<file path="src/include/zports_consts.svh">
//////////////////////////////
// port addresses, reset values and register bit positions
// included by the port decoders and the register block
//////////////////////////////
`ifndef ZPORTS_CONSTS_SVH
`define ZPORTS_CONSTS_SVH

// speccy ports, low address byte
`define ZP_PORT_FE 8'hFE // keyboard / border
`define ZP_PORT_F6 8'hF6 // alias of FE
`define ZP_PORT_FD 8'hFD // 7FFD paging
`define ZP_PORT_F7 8'hF7 // EFF7 paging
`define ZP_PORT_BF 8'hBF // xxBF config

// nemo ide ports
`define ZP_IDE_10 8'h10 // data, low byte
`define ZP_IDE_11 8'h11 // data, high byte (not a device port)
`define ZP_IDE_30 8'h30
`define ZP_IDE_50 8'h50
`define ZP_IDE_70 8'h70
`define ZP_IDE_90 8'h90
`define ZP_IDE_B0 8'hB0
`define ZP_IDE_D0 8'hD0
`define ZP_IDE_F0 8'hF0
`define ZP_IDE_C8 8'hC8 // control block, goes to cs1

`define ZP_IDLE_BYTE 8'hFF // floating bus read

// reset values
`define ZP_BORDER_RST 4'h0
`define ZP_PAGE_RST   8'h00
`define ZP_CFG_RST    4'h0

// register bit positions
`define ZP_LOCK48_BIT 5 // 7FFD, 48k lock
`define ZP_ROM_BIT    4 // 7FFD, rom select
`define ZP_RAM0_BIT   3 // EFF7, ram in page 0
`define ZP_BLK1M_BIT  2 // EFF7, 1 meg block

`endif
</file>
<file path="src/hdl/zports_pkg.sv">
//////////////////////////////
// bus, ide and paging record types
// imported by every port block
//////////////////////////////
`default_nettype none

package zports_pkg;

	// z80 side, one sampled bus view
	typedef struct packed
	{
		logic [15:0] addr;    // full port address
		logic [ 7:0] din;     // write data from cpu
		logic        iorq_n;  // raw levels
		logic        rd_n;
		logic        wr_n;
		logic        port_rd; // one-cycle strobes
		logic        port_wr;
	} z_bus_t;

	// ide device side
	typedef struct packed
	{
		logic [15:0] dout;    // data to the drive
		logic [ 2:0] a;       // task file register
		logic        cs0_n;
		logic        cs1_n;
		logic        rd_n;
		logic        wr_n;
		logic        dataout; // 1 = drive the data bus
	} ide_bus_t;

	// memory paging registers
	typedef struct packed
	{
		logic [7:0] p7ffd;
		logic [7:0] peff7;
	} paging_t;

	// xxBF config bits, msb first as on the bus
	typedef struct packed
	{
		logic set_nmi;   // bit 3
		logic fntw_en;   // bit 2
		logic romrw_en;  // bit 1
		logic shadow_en; // bit 0
	} sys_cfg_t;

endpackage

`default_nettype wire

</file>
<file path="src/hdl/zports_top.sv">
//////////////////////////////
// io port block top level
// strobes feed the ide bridge and system registers, readback muxes the results
//////////////////////////////
`default_nettype none

module zports_top
	import zports_pkg::*;
(
	input  wire         zclk,
	input  wire         rst_n,
	input  wire  [15:0] a,
	input  wire  [ 7:0] din,
	input  wire         iorq_n,
	input  wire         rd_n,
	input  wire         wr_n,
	input  wire         dos,
	input  wire         tape_read,
	input  wire  [ 4:0] keys_in,
	input  wire  [15:0] idein,
	output logic [ 7:0] dout,
	output logic        dataout,
	output logic        porthit,
	output ide_bus_t    ide,
	output logic [ 3:0] border,
	output logic [ 7:0] p7ffd,
	output logic [ 7:0] peff7,
	output logic [ 5:0] pent1m_page,
	output logic        pent1m_1m_on,
	output logic        pent1m_ram0_0,
	output logic        pent1m_rom,
	output logic        romrw_en,
	output logic        set_nmi
);

	z_bus_t     zbus;
	paging_t    paging;
	sys_cfg_t   cfg;
	logic       shadow;
	logic [7:0] ide_rd_data;

	port_strobe port_strobe_inst
	(
		.zclk   (zclk),
		.rst_n  (rst_n),
		.a      (a),
		.din    (din),
		.iorq_n (iorq_n),
		.rd_n   (rd_n),
		.wr_n   (wr_n),
		.zbus   (zbus)
	);

	ide_bridge ide_bridge_inst
	(
		.zclk        (zclk),
		.rst_n       (rst_n),
		.zbus        (zbus),
		.idein       (idein),
		.ide         (ide),
		.ide_rd_data (ide_rd_data)
	);

	sys_ports sys_ports_inst
	(
		.zclk          (zclk),
		.rst_n         (rst_n),
		.zbus          (zbus),
		.dos           (dos),
		.border        (border),
		.paging        (paging),
		.cfg           (cfg),
		.shadow        (shadow),
		.pent1m_page   (pent1m_page),
		.pent1m_1m_on  (pent1m_1m_on),
		.pent1m_ram0_0 (pent1m_ram0_0),
		.pent1m_rom    (pent1m_rom)
	);

	bus_readback bus_readback_inst
	(
		.zbus        (zbus),
		.paging      (paging),
		.cfg         (cfg),
		.shadow      (shadow),
		.tape_read   (tape_read),
		.keys_in     (keys_in),
		.ide_rd_data (ide_rd_data),
		.dout        (dout),
		.porthit     (porthit),
		.dataout     (dataout)
	);

	// unpack records onto the board pins
	assign p7ffd    = paging.p7ffd;
	assign peff7    = paging.peff7;
	assign romrw_en = cfg.romrw_en;
	assign set_nmi  = cfg.set_nmi;

endmodule

`default_nettype wire

</file>
<file path="src/hdl/bus_readback.sv">
//////////////////////////////
// port hit decode and cpu read data mux
// purely combinational, drives dout/dataout to the z80 bus
//////////////////////////////
`default_nettype none

`include "zports_consts.svh"

module bus_readback
	import zports_pkg::*;
(
	input  z_bus_t      zbus,
	input  paging_t     paging,
	input  sys_cfg_t    cfg,
	input  wire         shadow,
	input  wire         tape_read,
	input  wire  [ 4:0] keys_in,
	input  wire  [ 7:0] ide_rd_data,
	output logic [ 7:0] dout,
	output logic        porthit,
	output logic        dataout
);

	logic [7:0] loa;
	logic       ext_port;  // FFFD, served outside

	assign loa = zbus.addr[7:0];

	// internal ports
	always_comb
	begin
		case (loa)
			`ZP_PORT_FE, `ZP_PORT_F6, `ZP_PORT_FD, `ZP_PORT_BF,
			`ZP_IDE_10, `ZP_IDE_11, `ZP_IDE_30, `ZP_IDE_50, `ZP_IDE_70,
			`ZP_IDE_90, `ZP_IDE_B0, `ZP_IDE_D0, `ZP_IDE_F0, `ZP_IDE_C8:
				porthit = 1'b1;
			`ZP_PORT_F7:
				porthit = ~shadow;
			default:
				porthit = 1'b0;
		endcase
	end

	assign ext_port = (loa == `ZP_PORT_FD) & (zbus.addr[15:14] == 2'b11);
	assign dataout  = porthit & ~zbus.iorq_n & ~zbus.rd_n & ~ext_port;

	////////////////////////////////
	// read data
	////////////////////////////////
	always_comb
	begin
		case (loa)
			`ZP_PORT_FE, `ZP_PORT_F6:
				dout = {1'b1, tape_read, 1'b0, keys_in};
			`ZP_IDE_10, `ZP_IDE_11, `ZP_IDE_30, `ZP_IDE_50, `ZP_IDE_70,
			`ZP_IDE_90, `ZP_IDE_B0, `ZP_IDE_D0, `ZP_IDE_F0, `ZP_IDE_C8:
				dout = ide_rd_data;
			`ZP_PORT_BF:
				dout = {4'b0000, cfg};  // nmi, font, romrw, shadow
			`ZP_PORT_F7:
				// EFF7 readback, same address window as the write
				if (!shadow && zbus.addr[8] && !zbus.addr[12])
					dout = paging.peff7;
				else
					dout = `ZP_IDLE_BYTE;
			default:
				dout = `ZP_IDLE_BYTE;
		endcase
	end

endmodule

`default_nettype wire

</file>
<file path="src/hdl/sys_ports.sv">
//////////////////////////////
// border, 7FFD, EFF7 and xxBF registers
// also derives the pentagon-1m paging outputs
//////////////////////////////
`default_nettype none

`include "zports_consts.svh"

module sys_ports
	import zports_pkg::*;
(
	input  wire         zclk,
	input  wire         rst_n,
	input  z_bus_t      zbus,
	input  wire         dos,
	output logic [ 3:0] border,
	output paging_t     paging,
	output sys_cfg_t    cfg,
	output logic        shadow,
	output logic [ 5:0] pent1m_page,
	output logic        pent1m_1m_on,
	output logic        pent1m_ram0_0,
	output logic        pent1m_rom
);

	logic [7:0] loa;
	logic       fe_wr;       // FE/F6 write
	logic       fd_wr;       // 7FFD write
	logic       f7_wr;       // EFF7 write
	logic       bf_wr;       // xxBF write
	logic [7:0] p7ffd_r;     // raw 7FFD
	logic [7:0] peff7_r;     // raw EFF7
	logic       block1m;
	logic       block7ffd;

	assign loa = zbus.addr[7:0];

	assign fe_wr = zbus.port_wr & ((loa == `ZP_PORT_FE) | (loa == `ZP_PORT_F6));
	assign fd_wr = zbus.port_wr & (loa == `ZP_PORT_FD) & ~zbus.addr[15];
	assign f7_wr = zbus.port_wr & (loa == `ZP_PORT_F7) & zbus.addr[8] & ~zbus.addr[12]
		& ~shadow;                                 // EFF7 hidden in shadow mode
	assign bf_wr = zbus.port_wr & (loa == `ZP_PORT_BF);

	assign shadow    = dos | cfg.shadow_en;
	assign block1m   = peff7_r[`ZP_BLK1M_BIT];
	assign block7ffd = p7ffd_r[`ZP_LOCK48_BIT] & block1m; // 48k lock

	////////////////////////////////
	// registers
	////////////////////////////////
	always_ff @(posedge zclk or negedge rst_n)
	begin
		if (!rst_n)
			border <= `ZP_BORDER_RST;
		else if (fe_wr)
			border <= {~zbus.addr[3], zbus.din[2:0]};
	end

	always_ff @(posedge zclk or negedge rst_n)
	begin
		if (!rst_n)
			p7ffd_r <= `ZP_PAGE_RST;
		else if (fd_wr && !block7ffd)
			p7ffd_r <= zbus.din;  // 2..0 page, 3 screen, 4 rom, 5 lock
	end

	always_ff @(posedge zclk or negedge rst_n)
	begin
		if (!rst_n)
			peff7_r <= `ZP_PAGE_RST;
		else if (f7_wr)
			peff7_r <= zbus.din;  // 2 block1m, 3 ram0
	end

	always_ff @(posedge zclk or negedge rst_n)
	begin
		if (!rst_n)
			cfg <= `ZP_CFG_RST;
		else if (bf_wr)
			cfg <= zbus.din[3:0];
	end

	////////////////////////////////
	// derived outputs
	////////////////////////////////

	// paging as seen by the memory side, 1m bits masked off in block1m
	always_comb
	begin
		paging.p7ffd = {(block1m ? 3'b000 : p7ffd_r[7:5]), p7ffd_r[4:0]};
		if (block1m)
			paging.peff7 = {peff7_r[7], 1'b0, peff7_r[5:4], 3'b000, peff7_r[0]};
		else
			paging.peff7 = peff7_r;
	end

	assign pent1m_page   = {p7ffd_r[7:5], p7ffd_r[2:0]};  // full 1m page
	assign pent1m_1m_on  = ~peff7_r[`ZP_BLK1M_BIT];
	assign pent1m_ram0_0 = peff7_r[`ZP_RAM0_BIT];
	assign pent1m_rom    = p7ffd_r[`ZP_ROM_BIT];

endmodule

`default_nettype wire

</file>
<file path="src/hdl/ide_bridge.sv">
//////////////////////////////
// 16-bit ide data bridge for the 8-bit bus
// handles normal #10/#11 and nemo-divide #10/#10 byte order
//////////////////////////////
`default_nettype none

`include "zports_consts.svh"

module ide_bridge
	import zports_pkg::*;
(
	input  wire         zclk,
	input  wire         rst_n,
	input  z_bus_t      zbus,
	input  wire  [15:0] idein,
	output ide_bus_t    ide,
	output logic [ 7:0] ide_rd_data
);

	logic [7:0]  loa;
	logic        ide_ports;     // physical device ports
	logic        ide_access;    // any ide port, incl #11, strobed
	logic        is_10;
	logic        is_11;

	logic        rd_trig;       // divide read trigger
	logic        wrlo_trig;     // divide write triggers
	logic        wrhi_trig;
	logic        rd_copy;       // trigger copies, frozen during an access
	logic        wrlo_copy;
	logic        wrhi_copy;

	logic [ 7:0] hi_in;         // high byte of the last #10 read
	logic [15:0] wr_reg;        // pre-written half of a word

	assign loa   = zbus.addr[7:0];
	assign is_10 = (loa == `ZP_IDE_10);
	assign is_11 = (loa == `ZP_IDE_11);

	always_comb
	begin
		case (loa)
			`ZP_IDE_10, `ZP_IDE_30, `ZP_IDE_50, `ZP_IDE_70, `ZP_IDE_90,
			`ZP_IDE_B0, `ZP_IDE_D0, `ZP_IDE_F0, `ZP_IDE_C8:
				ide_ports = 1'b1;
			default:
				ide_ports = 1'b0;
		endcase
	end

	assign ide_access = (ide_ports | is_11) & (zbus.port_rd | zbus.port_wr);

	////////////////////////////////
	// triggers
	////////////////////////////////
	always_ff @(posedge zclk or negedge rst_n)
	begin
		if (!rst_n)
		begin
			rd_trig   <= 1'b0;
			wrlo_trig <= 1'b0;
			wrhi_trig <= 1'b0;
		end
		else if (ide_access)
		begin
			rd_trig   <= is_10 & zbus.port_rd & ~rd_trig;  // first #10 read
			wrhi_trig <= is_11 & zbus.port_wr;             // #11 write
			wrlo_trig <= is_10 & zbus.port_wr & ~wrhi_trig & ~wrlo_trig;
		end
	end

	// copies only move while the bus is idle
	always_ff @(posedge zclk or negedge rst_n)
	begin
		if (!rst_n)
		begin
			rd_copy   <= 1'b0;
			wrlo_copy <= 1'b0;
			wrhi_copy <= 1'b0;
		end
		else
		begin
			if (zbus.rd_n)
				rd_copy <= rd_trig;
			if (zbus.wr_n)
			begin
				wrlo_copy <= wrlo_trig;
				wrhi_copy <= wrhi_trig;
			end
		end
	end

	////////////////////////////////
	// data registers
	////////////////////////////////
	always_ff @(posedge zclk)
	begin
		if (zbus.port_rd && is_10 && !rd_trig)
			hi_in <= idein[15:8];
		if (zbus.port_wr && is_11)
			wr_reg[15:8] <= zbus.din;
		if (zbus.port_wr && is_10 && !wrlo_trig)
			wr_reg[7:0] <= zbus.din;
	end

	// device side
	always_comb
	begin
		ide.a     = zbus.addr[7:5];
		ide.cs0_n = ~ide_ports | (loa == `ZP_IDE_C8);
		ide.cs1_n = ~ide_ports | (loa != `ZP_IDE_C8);
		ide.rd_n  = zbus.iorq_n | zbus.rd_n | ~ide_ports | (rd_copy & is_10); // no 2nd read
		ide.wr_n  = zbus.iorq_n | zbus.wr_n | ~ide_ports | (is_10 & ~wrlo_copy & ~wrhi_copy);
		ide.dout[15:8] = wrhi_copy ? wr_reg[15:8] : zbus.din;
		ide.dout[ 7:0] = wrlo_copy ? wr_reg[ 7:0] : zbus.din;
		ide.dataout    = ide.rd_n; // drive only when not reading
	end

	// cpu read data
	assign ide_rd_data = (is_11 || (is_10 && rd_copy)) ? hi_in : idein[7:0];

endmodule

`default_nettype wire

</file>
<file path="src/hdl/port_strobe.sv">
//////////////////////////////
// z80 io strobe generator
// one-cycle port_rd/port_wr per io access, packed with the bus levels
//////////////////////////////
`default_nettype none

module port_strobe
	import zports_pkg::*;
(
	input  wire         zclk,
	input  wire         rst_n,
	input  wire  [15:0] a,
	input  wire  [ 7:0] din,
	input  wire         iorq_n,
	input  wire         rd_n,
	input  wire         wr_n,
	output z_bus_t      zbus
);

	logic io_wr_lvl;  // io write in progress
	logic io_rd_lvl;  // io read in progress
	logic iowr_prev;  // level seen at the last edge
	logic iord_prev;
	logic port_wr_q;
	logic port_rd_q;

	assign io_wr_lvl = ~(iorq_n | wr_n);
	assign io_rd_lvl = ~(iorq_n | rd_n);

	// rising edge of the access level, sampled on zclk
	always_ff @(posedge zclk or negedge rst_n)
	begin
		if (!rst_n)
		begin
			iowr_prev <= 1'b0;
			iord_prev <= 1'b0;
			port_wr_q <= 1'b0;
			port_rd_q <= 1'b0;
		end
		else
		begin
			iowr_prev <= io_wr_lvl;
			iord_prev <= io_rd_lvl;
			port_wr_q <= io_wr_lvl & ~iowr_prev; // first edge only
			port_rd_q <= io_rd_lvl & ~iord_prev;
		end
	end

	// bus record, levels pass straight through
	always_comb
	begin
		zbus.addr    = a;
		zbus.din     = din;
		zbus.iorq_n  = iorq_n;
		zbus.rd_n    = rd_n;
		zbus.wr_n    = wr_n;
		zbus.port_rd = port_rd_q;
		zbus.port_wr = port_wr_q;
	end

endmodule

`default_nettype wire

</file>
<file path="config.mk">
export PLATFORM = sky130hd
export DESIGN_NAME = zports_top
export DESIGN_NICKNAME = d
export VERILOG_FILES = /design/src/hdl/zports_pkg.sv /design/src/hdl/zports_top.sv /design/src/hdl/bus_readback.sv /design/src/hdl/sys_ports.sv /design/src/hdl/ide_bridge.sv /design/src/hdl/port_strobe.sv
export VERILOG_INCLUDE_DIRS = /design/src /design/src/include
export SDC_FILE = /design/constraint.sdc
export NUM_CORES = 1
export LEC_CHECK = 0
export ABC_CLOCK_PERIOD_IN_PS = 4090
export BUFFER_PORTS_ARGS = -buffer_cell sky130_fd_sc_hd__buf_4
export CAP_MARGIN = 10
export CORE_UTILIZATION = 25
export CTS_CLUSTER_DIAMETER = 40
export DETAILED_ROUTE_END_ITERATION = 10
export GPL_TIMING_DRIVEN = 0
export PLACE_DENSITY = 0.51
export SYNTH_ARGS = -nofsm -noshare
export SYNTH_HDL_FRONTEND = slang
export SYNTH_SLANG_ARGS = --single-unit
</file>
<file path="constraint.sdc">
create_clock -name zclk -period 4.09 [get_ports zclk]
set_input_delay 0.2045 -clock zclk [delete_from_list [all_inputs] [get_ports zclk]]
set_output_delay 0.2045 -clock zclk [all_outputs]
set_load 0.02 [all_outputs]
</file>
==> results of run 1 <==
routing by layer:
layer	global-route usage, %	vias to the layer above	share of wire (%)
met2	22.1	82	48
met4	6.67	0	2.2
met3	3.44	14	6.6
li1	-	1089	-
met1	18.4	1150	43
met5	0	-	0
what timing repair did:
item                                    4_1_cts  5_1_grt
endpoints found under the setup margin        0        0
hold endpoints to repair                     34        0
hold buffers                                  1        0
buffers inserted                              0        0
power by group:
group	leakage, uW	switching [uW]	internal, uW
clock network	0.000135	269	472
logic	0.00110	79.1	78.1
registers	0.000670	5.40	615
total	0.00190	353	1170
metrics by stage:
step	area (sq um)	utilization, %	total power (uW)
after global routing	4200	38.0	1570
after floorplan	2890	-	704
after global placement	3880	35.2	788
after detailed placement	3890	35.3	791
after CTS	4200	38.0	1530
final	4200	38.0	1520
synth_stat cells, types with 3 or more instances:
cell	count	area share [%]
or3_1	5	1.1
nand4b_1	3	0.91
o21ai_0	9	1.6
or2_1	3	0.65
a21o_1	3	0.78
buf_4	13	3.4
nor4_1	3	0.65
dfrtp_1	34	29
buf_2	3	0.52
clkbuf_1	4	0.52
nor3_1	4	0.69
edfxtp_1	24	25
mux2_2	39	15
inv_1	7	0.91
a22oi_1	3	0.78
nand2_1	14	1.8
nor2b_1	6	1.3
nor2_1	9	1.2
mux2i_1	10	3.5
cell families after synthesis:
group           Yosys count
other cells               1
flops                    58
simple gates             68
compound gates           27
mux                      50
buf+inv                  27
layout make-up:
class | count | area share, %
buffer | 20 | 3.04
clock buffer | 10 | 5.46
clock inverter | 6 | 1.58
inverter | 7 | 0.626
multi-input combinational | 146 | 27.8
sequential | 58 | 37.4
tap | 140 | 4.17
timing repair buffer | 111 | 19.9
worst max-delay path: cells and delay by family:
kind / cells / cell delay [ns]
and+or+nand+nor: 4 / 1.60
buffers and inverters: 2 / 0.31
muxes: 1 / 0.25
how the worst min path moves through the flow:
stage | slack (ns) | to | start | cells after the start
final | 0.06 | ide_bridge_inst.hi_in[7]$_DFFE_PP_ | idein[15] | 1
after global routing | 0.05 | ide_bridge_inst.hi_in[7]$_DFFE_PP_ | idein[15] | 1
after CTS | 0.05 | ide_bridge_inst.hi_in[3]$_DFFE_PP_ | idein[11] | 1
after detailed placement | 0.19 | ide_bridge_inst.wrhi_copy$_DFFE_PN0P_ | rst_n | 1
after global placement | 0.19 | port_strobe_inst.iowr_prev$_DFF_PN0_ | rst_n | 1
after floorplan | -0.09 | ide_bridge_inst.rd_copy$_DFFE_PN0P_ | rst_n | 0
==> flow_summary.json, run 1 <==
{
  "h-tree-depth": 3,
  "min_period_ns": 2.57,
  "ys_seq_elements": 58,
  "finalCritPeriodShare_pct": 62.9,
  "cp-endpoint": "dout[7]",
  "final_hold_viol_count": 0,
  "report.final.slew_viol_count": 0,
  "regArea_sq_mm": 0.00157,
  "grt_pass1_vias": 2307,
  "start_util_pct": 26.2,
  "rr_worst_depth": 4,
  "vdd_ir_drop_max_v": 0.000193,
  "dp.cells": 481,
  "end_kind": "primary output",
  "stdcell_count": 498,
  "clock_sinks": 58,
  "cts_buffers": 9,
  "crit_chain": "buf_4, or4b_4, nor3_4, mux2i_1, nor2_1, or4b_1, buf_4",
  "final_common_cell": "buf_4",
  "multiInputGateArea_sq_mm": 0.00117,
  "synth_edf_count": 24,
  "clk_pin_slew_worst_paths_ns": 0.05,
  "io-pin-count": 117,
  "root_buffer": "clkbuf_16",
  "seq_area_frac_synth_pct": 54.4,
  "place_congestion": 0.719,
  "synth_area_per_cell_sq_um": 12.5,
  "grt_pass1_wl_um": 12400,
  "dpl.hpwl_um": 6190,
  "regToRegEndpoint": "sys_ports_inst.peff7_r[6]$_DFFE_PN0P_",
  "first_iter_violations": 90,
  "syn_inst": 231,
  "io_buffers": 109,
  "synth_ff_type": "dfrtp_1",
  "fill_cells": 1092,
  "p_leak_uw": 0.00190,
  "cp_slowest_stage_delay_ns": 0.57,
  "crit_required_ns": 3.89,
  "fin_skew_ns": 0.00320,
  "cpMostUsedCell": "buf_4",
  "tns_ns": 0,
  "rsz0062_at_grt": "false",
  "synth-compound-area-share_pct": 6.37,
  "nNetsFinal": 405,
  "ys_warn_count": 0,
  "antenna_found_initial": 0,
  "slowest_stage": "or4b_4",
  "die_x_um": 109,
  "gr-total-overflow": 0,
  "powerDensity_mw_per_mm2": 362,
  "startpoint": "a[6]",
  "hp-class": "in2reg",
  "worst_pin_slew_ns": 1.12,
  "mostFrequentLayoutCells": "buf_4 (122), mux2_2 (39), dfrtp_1 (34), edfxtp_1 (24), nand2_1 (14)",
  "via_per_inst": 4.69,
  "synthMuxAreaShare_pct": 19.2,
  "crit_type": "in2out",
  "start_kind": "input port",
  "r2r_slack_ns": 2.15,
  "maxCapViolations": 0,
  "worstSkewPairLatency_ns": 0.32,
  "place_ws_ns": 1.50,
  "status": "complete, no violations",
  "wl_um": 8220,
  "worstReg2RegStart": "sys_ports_inst.cfg[0]$_DFFE_PN0P_",
  "synth_xor_area_share_pct": 0,
  "relSlewSlack_pct": 24.8,
  "syn-num-nets": 283,
  "synth_adder_area_share_pct": 0,
  "wire_per_inst_um": 16.5,
  "grt_usage_pct": 14.1,
  "ant_nets": 0,
  "setup_ws_ns": 1.52,
  "antenna-diode-count": 0,
  "grt_max_degree": 35,
  "coreArea_sq_mm": 0.0110,
  "holdWs_ns": 0.0570,
  "drive_gt1_share_pct": 52.8,
  "rows": 38,
  "path_max_fanout": 8,
  "cts_tree": "yes",
  "synthSimpleGateAreaFrac_pct": 14.6,
  "cts_resized": 0,
  "yosysUniqueCellTypes": 47,
  "max_freq_mhz": 388,
  "drtPass1Iterations": 4,
  "finalSetupViolCount": 0,
  "drc": 0,
  "async_flop_share_pct": 58.6,
  "syn-cell-area_sq_mm": 0.00289,
  "arrival_ns": 2.37,
  "largest_register_ffs": 16,
  "synth_top_family_by_area": "multiplexers",
  "die-area_sq_mm": 0.0120,
  "area_growth_pct": 45.3,
  "vias": 2335,
  "die_h_um": 109,
  "clk_path_buf_depth": 2
}
Note: power is estimated with default switching activity, not from simulation.
==> inputs of run 2 (changes only) <==
--- a/config.mk
+++ b/config.mk
@@ -6,14 +6,14 @@
 export SDC_FILE = /design/constraint.sdc
 export NUM_CORES = 1
 export LEC_CHECK = 0
-export ABC_CLOCK_PERIOD_IN_PS = 4090
+export ABC_CLOCK_PERIOD_IN_PS = 2220
 export BUFFER_PORTS_ARGS = -buffer_cell sky130_fd_sc_hd__buf_4
 export CAP_MARGIN = 10
 export CORE_UTILIZATION = 25
 export CTS_CLUSTER_DIAMETER = 40
 export DETAILED_ROUTE_END_ITERATION = 10
 export GPL_TIMING_DRIVEN = 0
-export PLACE_DENSITY = 0.51
+export PLACE_DENSITY = 0.53
 export SYNTH_ARGS = -nofsm -noshare
 export SYNTH_HDL_FRONTEND = slang
 export SYNTH_SLANG_ARGS = --single-unit
==> constraint.sdc (replaced) <==
create_clock -name zclk -period 2.22 [get_ports zclk]
set_input_delay 0.111 -clock zclk [delete_from_list [all_inputs] [get_ports zclk]]
set_output_delay 0.111 -clock zclk [all_outputs]
set_load 0.02 [all_outputs]
==> flow_summary.json, run 2 (synthesized netlist as in run 1, its figures left out) <==
{
  "p_leak_uw": 0.00198,
  "start_util_pct": 26.2,
  "status": "complete, no violations",
  "start_kind": "input port",
  "postLayoutCellArea_sq_mm": 0.00439,
  "final_common_cell": "buf_4",
  "rr_worst_depth": 4,
  "cts_buffers": 9,
  "holdWs_ns": 0.00975,
  "grt_pass1_vias": 2350,
  "place_ws_ns": -0.159,
  "via_per_inst": 4.57,
  "wl_um": 8400,
  "largest_register_ffs": 16,
  "dpl_cell_area_sq_mm": 0.00389,
  "rows": 38,
  "min_period_ns": 2.12,
  "max_freq_mhz": 471,
  "powerDensity_mw_per_mm2": 616,
  "hold_end": "ide_bridge_inst.wr_reg[14]$_DFFE_PP_",
  "first_iter_violations": 106,
  "worst_pin_slew_ns": 0.836,
  "grt_max_degree": 35,
  "die_x_um": 109,
  "clk_path_buf_depth": 2,
  "hp-class": "in2reg",
  "drtPass1Iterations": 4,
  "fin_skew_ns": 0.00580,
  "clk_pin_slew_worst_paths_ns": 0.05,
  "fill_cells": 1127,
  "io-pin-count": 117,
  "dpl.hpwl_um": 6190,
  "die-area_sq_mm": 0.0120,
  "vias": 2365,
  "finalCritPeriodShare_pct": 95.6,
  "antenna-diode-count": 0,
  "report.final.slew_viol_count": 0,
  "grt_pass1_wl_um": 12400,
  "arrival_ns": 2.01,
  "drc": 0,
  "rsz0062_at_grt": "false",
  "wire_per_inst_um": 16.2,
  "area_growth_pct": 52.1,
  "clock_sinks": 58,
  "antenna_found_initial": 0,
  "vdd_ir_drop_max_v": 0.000453,
  "maxCapViolations": 0,
  "path_max_fanout": 8,
  "mostFrequentLayoutCells": "buf_4 (128), mux2_2 (39), dfrtp_1 (34), edfxtp_1 (24)",
  "worstSkewPairLatency_ns": 0.33,
  "hold_start": "din[6]",
  "crit_type": "in2out",
  "end_kind": "primary output",
  "min_path_cells": 1,
  "grt_usage_pct": 14.3,
  "die_h_um": 109,
  "regToRegEndpoint": "sys_ports_inst.peff7_r[6]$_DFFE_PN0P_",
  "io_buffers": 109,
  "gr-total-overflow": 0,
  "h-tree-depth": 3,
  "setup_ws_ns": 0.0974,
  "coreArea_sq_mm": 0.0110,
  "final_core_util_pct": 39.8,
  "final_hold_viol_count": 0,
  "ant_nets": 0,
  "worstReg2RegStart": "sys_ports_inst.cfg[0]$_DFFE_PN0P_",
  "place_congestion": 0.711,
  "finalSetupViolCount": 0,
  "r2r_slack_ns": 0.49,
  "cts_tree": "yes",
  "nNetsFinal": 424,
  "root_buffer": "clkbuf_16",
  "drive_gt1_share_pct": 52.5,
  "relSlewSlack_pct": 43.9,
  "crit_required_ns": 2.11
}
[run 2: what timing repair did]
| action | CTS | global route |
|---|---|---|
| hold buffers | 14 | 0 |
| pin swaps | 1 | 1 |
| hold endpoints to repair | 49 | 0 |
| buffers inserted | 1 | 6 |
| endpoints found under the setup margin | 6 | 2 |
| gates resized for setup | 2 | 2 |
[run 2: cell type report]
type	count	area [sq um]	area share, %
flip-flops and latches	58	1570	35.8
multi-input cells	146	1200	27.2
repair buffers	130	1020	23.3
clock buffers	9	225	5.13
well taps	140	175	3.99
plain buffers	20	128	2.91
clock inverters	7	46.3	1.05
inverters	7	26.3	0.598
[run 2: worst max-delay path by stage]
stage,startpoint,end,cells past startpoint
6_report,a[6],dout[7],8
5_1_grt,sys_ports_inst.cfg[0]$_DFFE_PN0P_,dout[3],6
4_1_cts,a[6],dout[7],8
3_5_place_dp,a[6],dout[7],7
3_3_place_gp,a[6],ide_bridge_inst.wr_reg[8]$_DFFE_PP_,3
2_1_floorplan,a[3],ide[1],4
[run 2: per-layer routing]
| layer | track usage [%] | vias up | part of all wire (%) | wire length, um |
|---|---|---|---|---|
| li1 | - | 1119 | - | - |
| met1 | 17.8 | 1148 | 42 | 3520 |
| met2 | 23.0 | 84 | 48 | 4020 |
| met3 | 4.92 | 14 | 8.6 | 723 |
| met4 | 5.33 | 0 | 1.7 | 140 |
| met5 | 0 | - | 0 | 0 |
[run 2: critical path, stage by stage]
cell	delay [ns]
buf_4	0.14
or4b_4	0.57
nor3_4	0.17
buf_12	0.15
mux2i_1	0.19
nor2_1	0.05
or4b_1	0.46
buf_4	0.17
[run 2: where the power goes]
group | internal, uW | switching [uW]
clock network | 747 | 502
logic | 160 | 151
registers | 1130 | 10.4
total | 2040 | 664
[run 2: metrics by stage]
step	setup TNS, ns	total power (uW)	cells
floorplan	0	1300	231
detailed placement	-2.45	1460	480
global placement	-4.60	1450	480
CTS	0	2740	511
global route	0	2810	517
finish	0	2700	517
==> inputs of run 3 (changes only) <==
--- a/config.mk
+++ b/config.mk
@@ -8,12 +8,12 @@
 export LEC_CHECK = 0
 export ABC_CLOCK_PERIOD_IN_PS = 2220
 export BUFFER_PORTS_ARGS = -buffer_cell sky130_fd_sc_hd__buf_4
-export CAP_MARGIN = 10
-export CORE_UTILIZATION = 25
+export CAP_MARGIN = 20
+export CORE_UTILIZATION = 44
 export CTS_CLUSTER_DIAMETER = 40
 export DETAILED_ROUTE_END_ITERATION = 10
 export GPL_TIMING_DRIVEN = 0
-export PLACE_DENSITY = 0.53
+export PLACE_DENSITY = 0.81
 export SYNTH_ARGS = -nofsm -noshare
 export SYNTH_HDL_FRONTEND = slang
 export SYNTH_SLANG_ARGS = --single-unit
==> flow_summary.json, run 3 (synthesized netlist as in run 1, its figures left out) <==
{
  "vias": 2402,
  "rr_worst_depth": 4,
  "clk_path_buf_depth": 2,
  "grt_max_degree": 35,
  "grt_usage_pct": 22.2,
  "antenna-diode-count": 0,
  "rows": 29,
  "clk_pin_slew_worst_paths_ns": 0.07,
  "nNetsFinal": 424,
  "min_period_ns": 2.11,
  "finalCritPeriodShare_pct": 95.1,
  "mostFrequentLayoutCells": "buf_4 (122), mux2_2 (39), dfrtp_1 (34), edfxtp_1 (24), dlygate4sd3_1 (19)",
  "h-tree-depth": 3,
  "setup_ws_ns": 0.109,
  "worstReg2RegStart": "sys_ports_inst.cfg[0]$_DFFE_PN0P_",
  "p_leak_uw": 0.00195,
  "path_max_fanout": 8,
  "hp-class": "in2reg",
  "hold_end": "ide_bridge_inst.wr_reg[9]$_DFFE_PP_",
  "rsz0062_at_grt": "false",
  "min_path_cells": 1,
  "first_iter_violations": 109,
  "grt_pass1_wl_um": 11800,
  "wire_per_inst_um": 16.4,
  "worst_pin_slew_ns": 0.861,
  "hold_start": "din[1]",
  "fin_skew_ns": 0.00572,
  "max_freq_mhz": 474,
  "antenna_found_initial": 0,
  "io-pin-count": 117,
  "final_common_cell": "buf_4",
  "place_ws_ns": -0.134,
  "maxCapViolations": 0,
  "place_congestion": 0.856,
  "vdd_ir_drop_max_v": 0.000472,
  "r2r_slack_ns": 0.51,
  "final_core_util_pct": 66.8,
  "report.final.slew_viol_count": 0,
  "ant_nets": 0,
  "dpl.hpwl_um": 5280,
  "drtPass1Iterations": 4,
  "largest_register_ffs": 16,
  "die_h_um": 83.0,
  "end_kind": "primary output",
  "grt_pass1_vias": 2346,
  "via_per_inst": 5.29,
  "die_x_um": 83.0,
  "coreArea_sq_mm": 0.00635,
  "start_kind": "input port",
  "gr-total-overflow": 0,
  "status": "complete, no violations",
  "start_util_pct": 45.5,
  "tns_ns": 0,
  "io_buffers": 109,
  "clock_sinks": 58,
  "drive_gt1_share_pct": 50.9,
  "cts_buffers": 9,
  "regToRegEndpoint": "sys_ports_inst.peff7_r[3]$_DFFE_PN0P_",
  "die-area_sq_mm": 0.00689,
  "worstSkewPairLatency_ns": 0.34,
  "powerDensity_mw_per_mm2": 567,
  "cts_tree": "yes",
  "finalSetupViolCount": 0,
  "relSlewSlack_pct": 42.3,
  "area_growth_pct": 46.9,
  "drc": 0,
  "crit_required_ns": 2.11,
  "wl_um": 7470,
  "arrival_ns": 2.00,
  "final_hold_viol_count": 0,
  "crit_type": "in2out",
  "root_buffer": "clkbuf_8"
}
==> run 3: cell count changes in the layout (fill, tap and decap cells not counted), moves of 2 or more <==
cell	change
clkinvlp_4	-3
clkbuf_16	-8
clkinv_1	-2
dlygate4sd3_1	+5
clkbuf_8	+11
buf_4	-6
==> run 3: worst max-delay path, stage by stage <==
cell and delay [ns]:
buf_4 0.14, or4b_4 0.57, nor3_4 0.17, buf_12 0.16
mux2_4 0.30, a222oi_1 0.27, nand3b_1 0.11, buf_4 0.17
==> run 3: area by class of cell <==
type	count	area [sq um]
sequential	58	1570
clock inverter	3	18.8
fill	475	2110
clock buffer	13	180
timing repair buffer	130	1030
buffer	20	128
multi-input combinational	146	1190
tap	77	96.3
inverter	7	26.3
==> run 3: how the worst max path moves through the flow <==
stage	from	depth (start not counted)	endpoint
after floorplan	a[3]	4	ide[1]
after global placement	a[6]	3	ide_bridge_inst.wr_reg[10]$_DFFE_PP_
after detailed placement	a[6]	7	dout[7]
after CTS	a[6]	8	dout[7]
after global routing	ide_bridge_inst.rd_copy$_DFFE_PN0P_	7	dout[7]
final	a[6]	8	dout[2]
==> run 3: routing by layer <==
metal	up-vias	global-route usage, %	wire length, um
met5	-	0	0
li1	1131	-	-
met4	0	8.31	138
met1	1148	29.4	3320
met3	14	7.85	558
met2	109	33.6	3450
==> run 3: per-stage QoR <==
| stage | power (uW) | hold slack, ns | instances | area, sq um |
|---|---|---|---|---|
| 2_1_floorplan | 1300 | -0.185 | 231 | 2890 |
| 3_3_place_gp | 1440 | 0.0895 | 417 | 3810 |
| 3_5_place_dp | 1450 | 0.0917 | 417 | 3810 |
| 4_1_cts | 2430 | 0.00582 | 453 | 4220 |
| 5_1_grt | 2490 | 0.00823 | 454 | 4240 |
| 6_report | 2410 | 0.0231 | 454 | 4240 |
==> run 3: report_power, final <==
group          leakage, uW  internal (uW)  switching [uW]
Clock             0.000101            533             415
Combinational      0.00118            166             151
Sequential        0.000670           1130            10.4
==> run 3: what timing repair did <==
action	CTS	global route
setup endpoints to repair	5	4
setup buffers	1	0
resized for setup	0	2
endpoints found under the hold margin	58	0
hold buffers	19	0
gates cloned	0	0
pin swaps	1	1
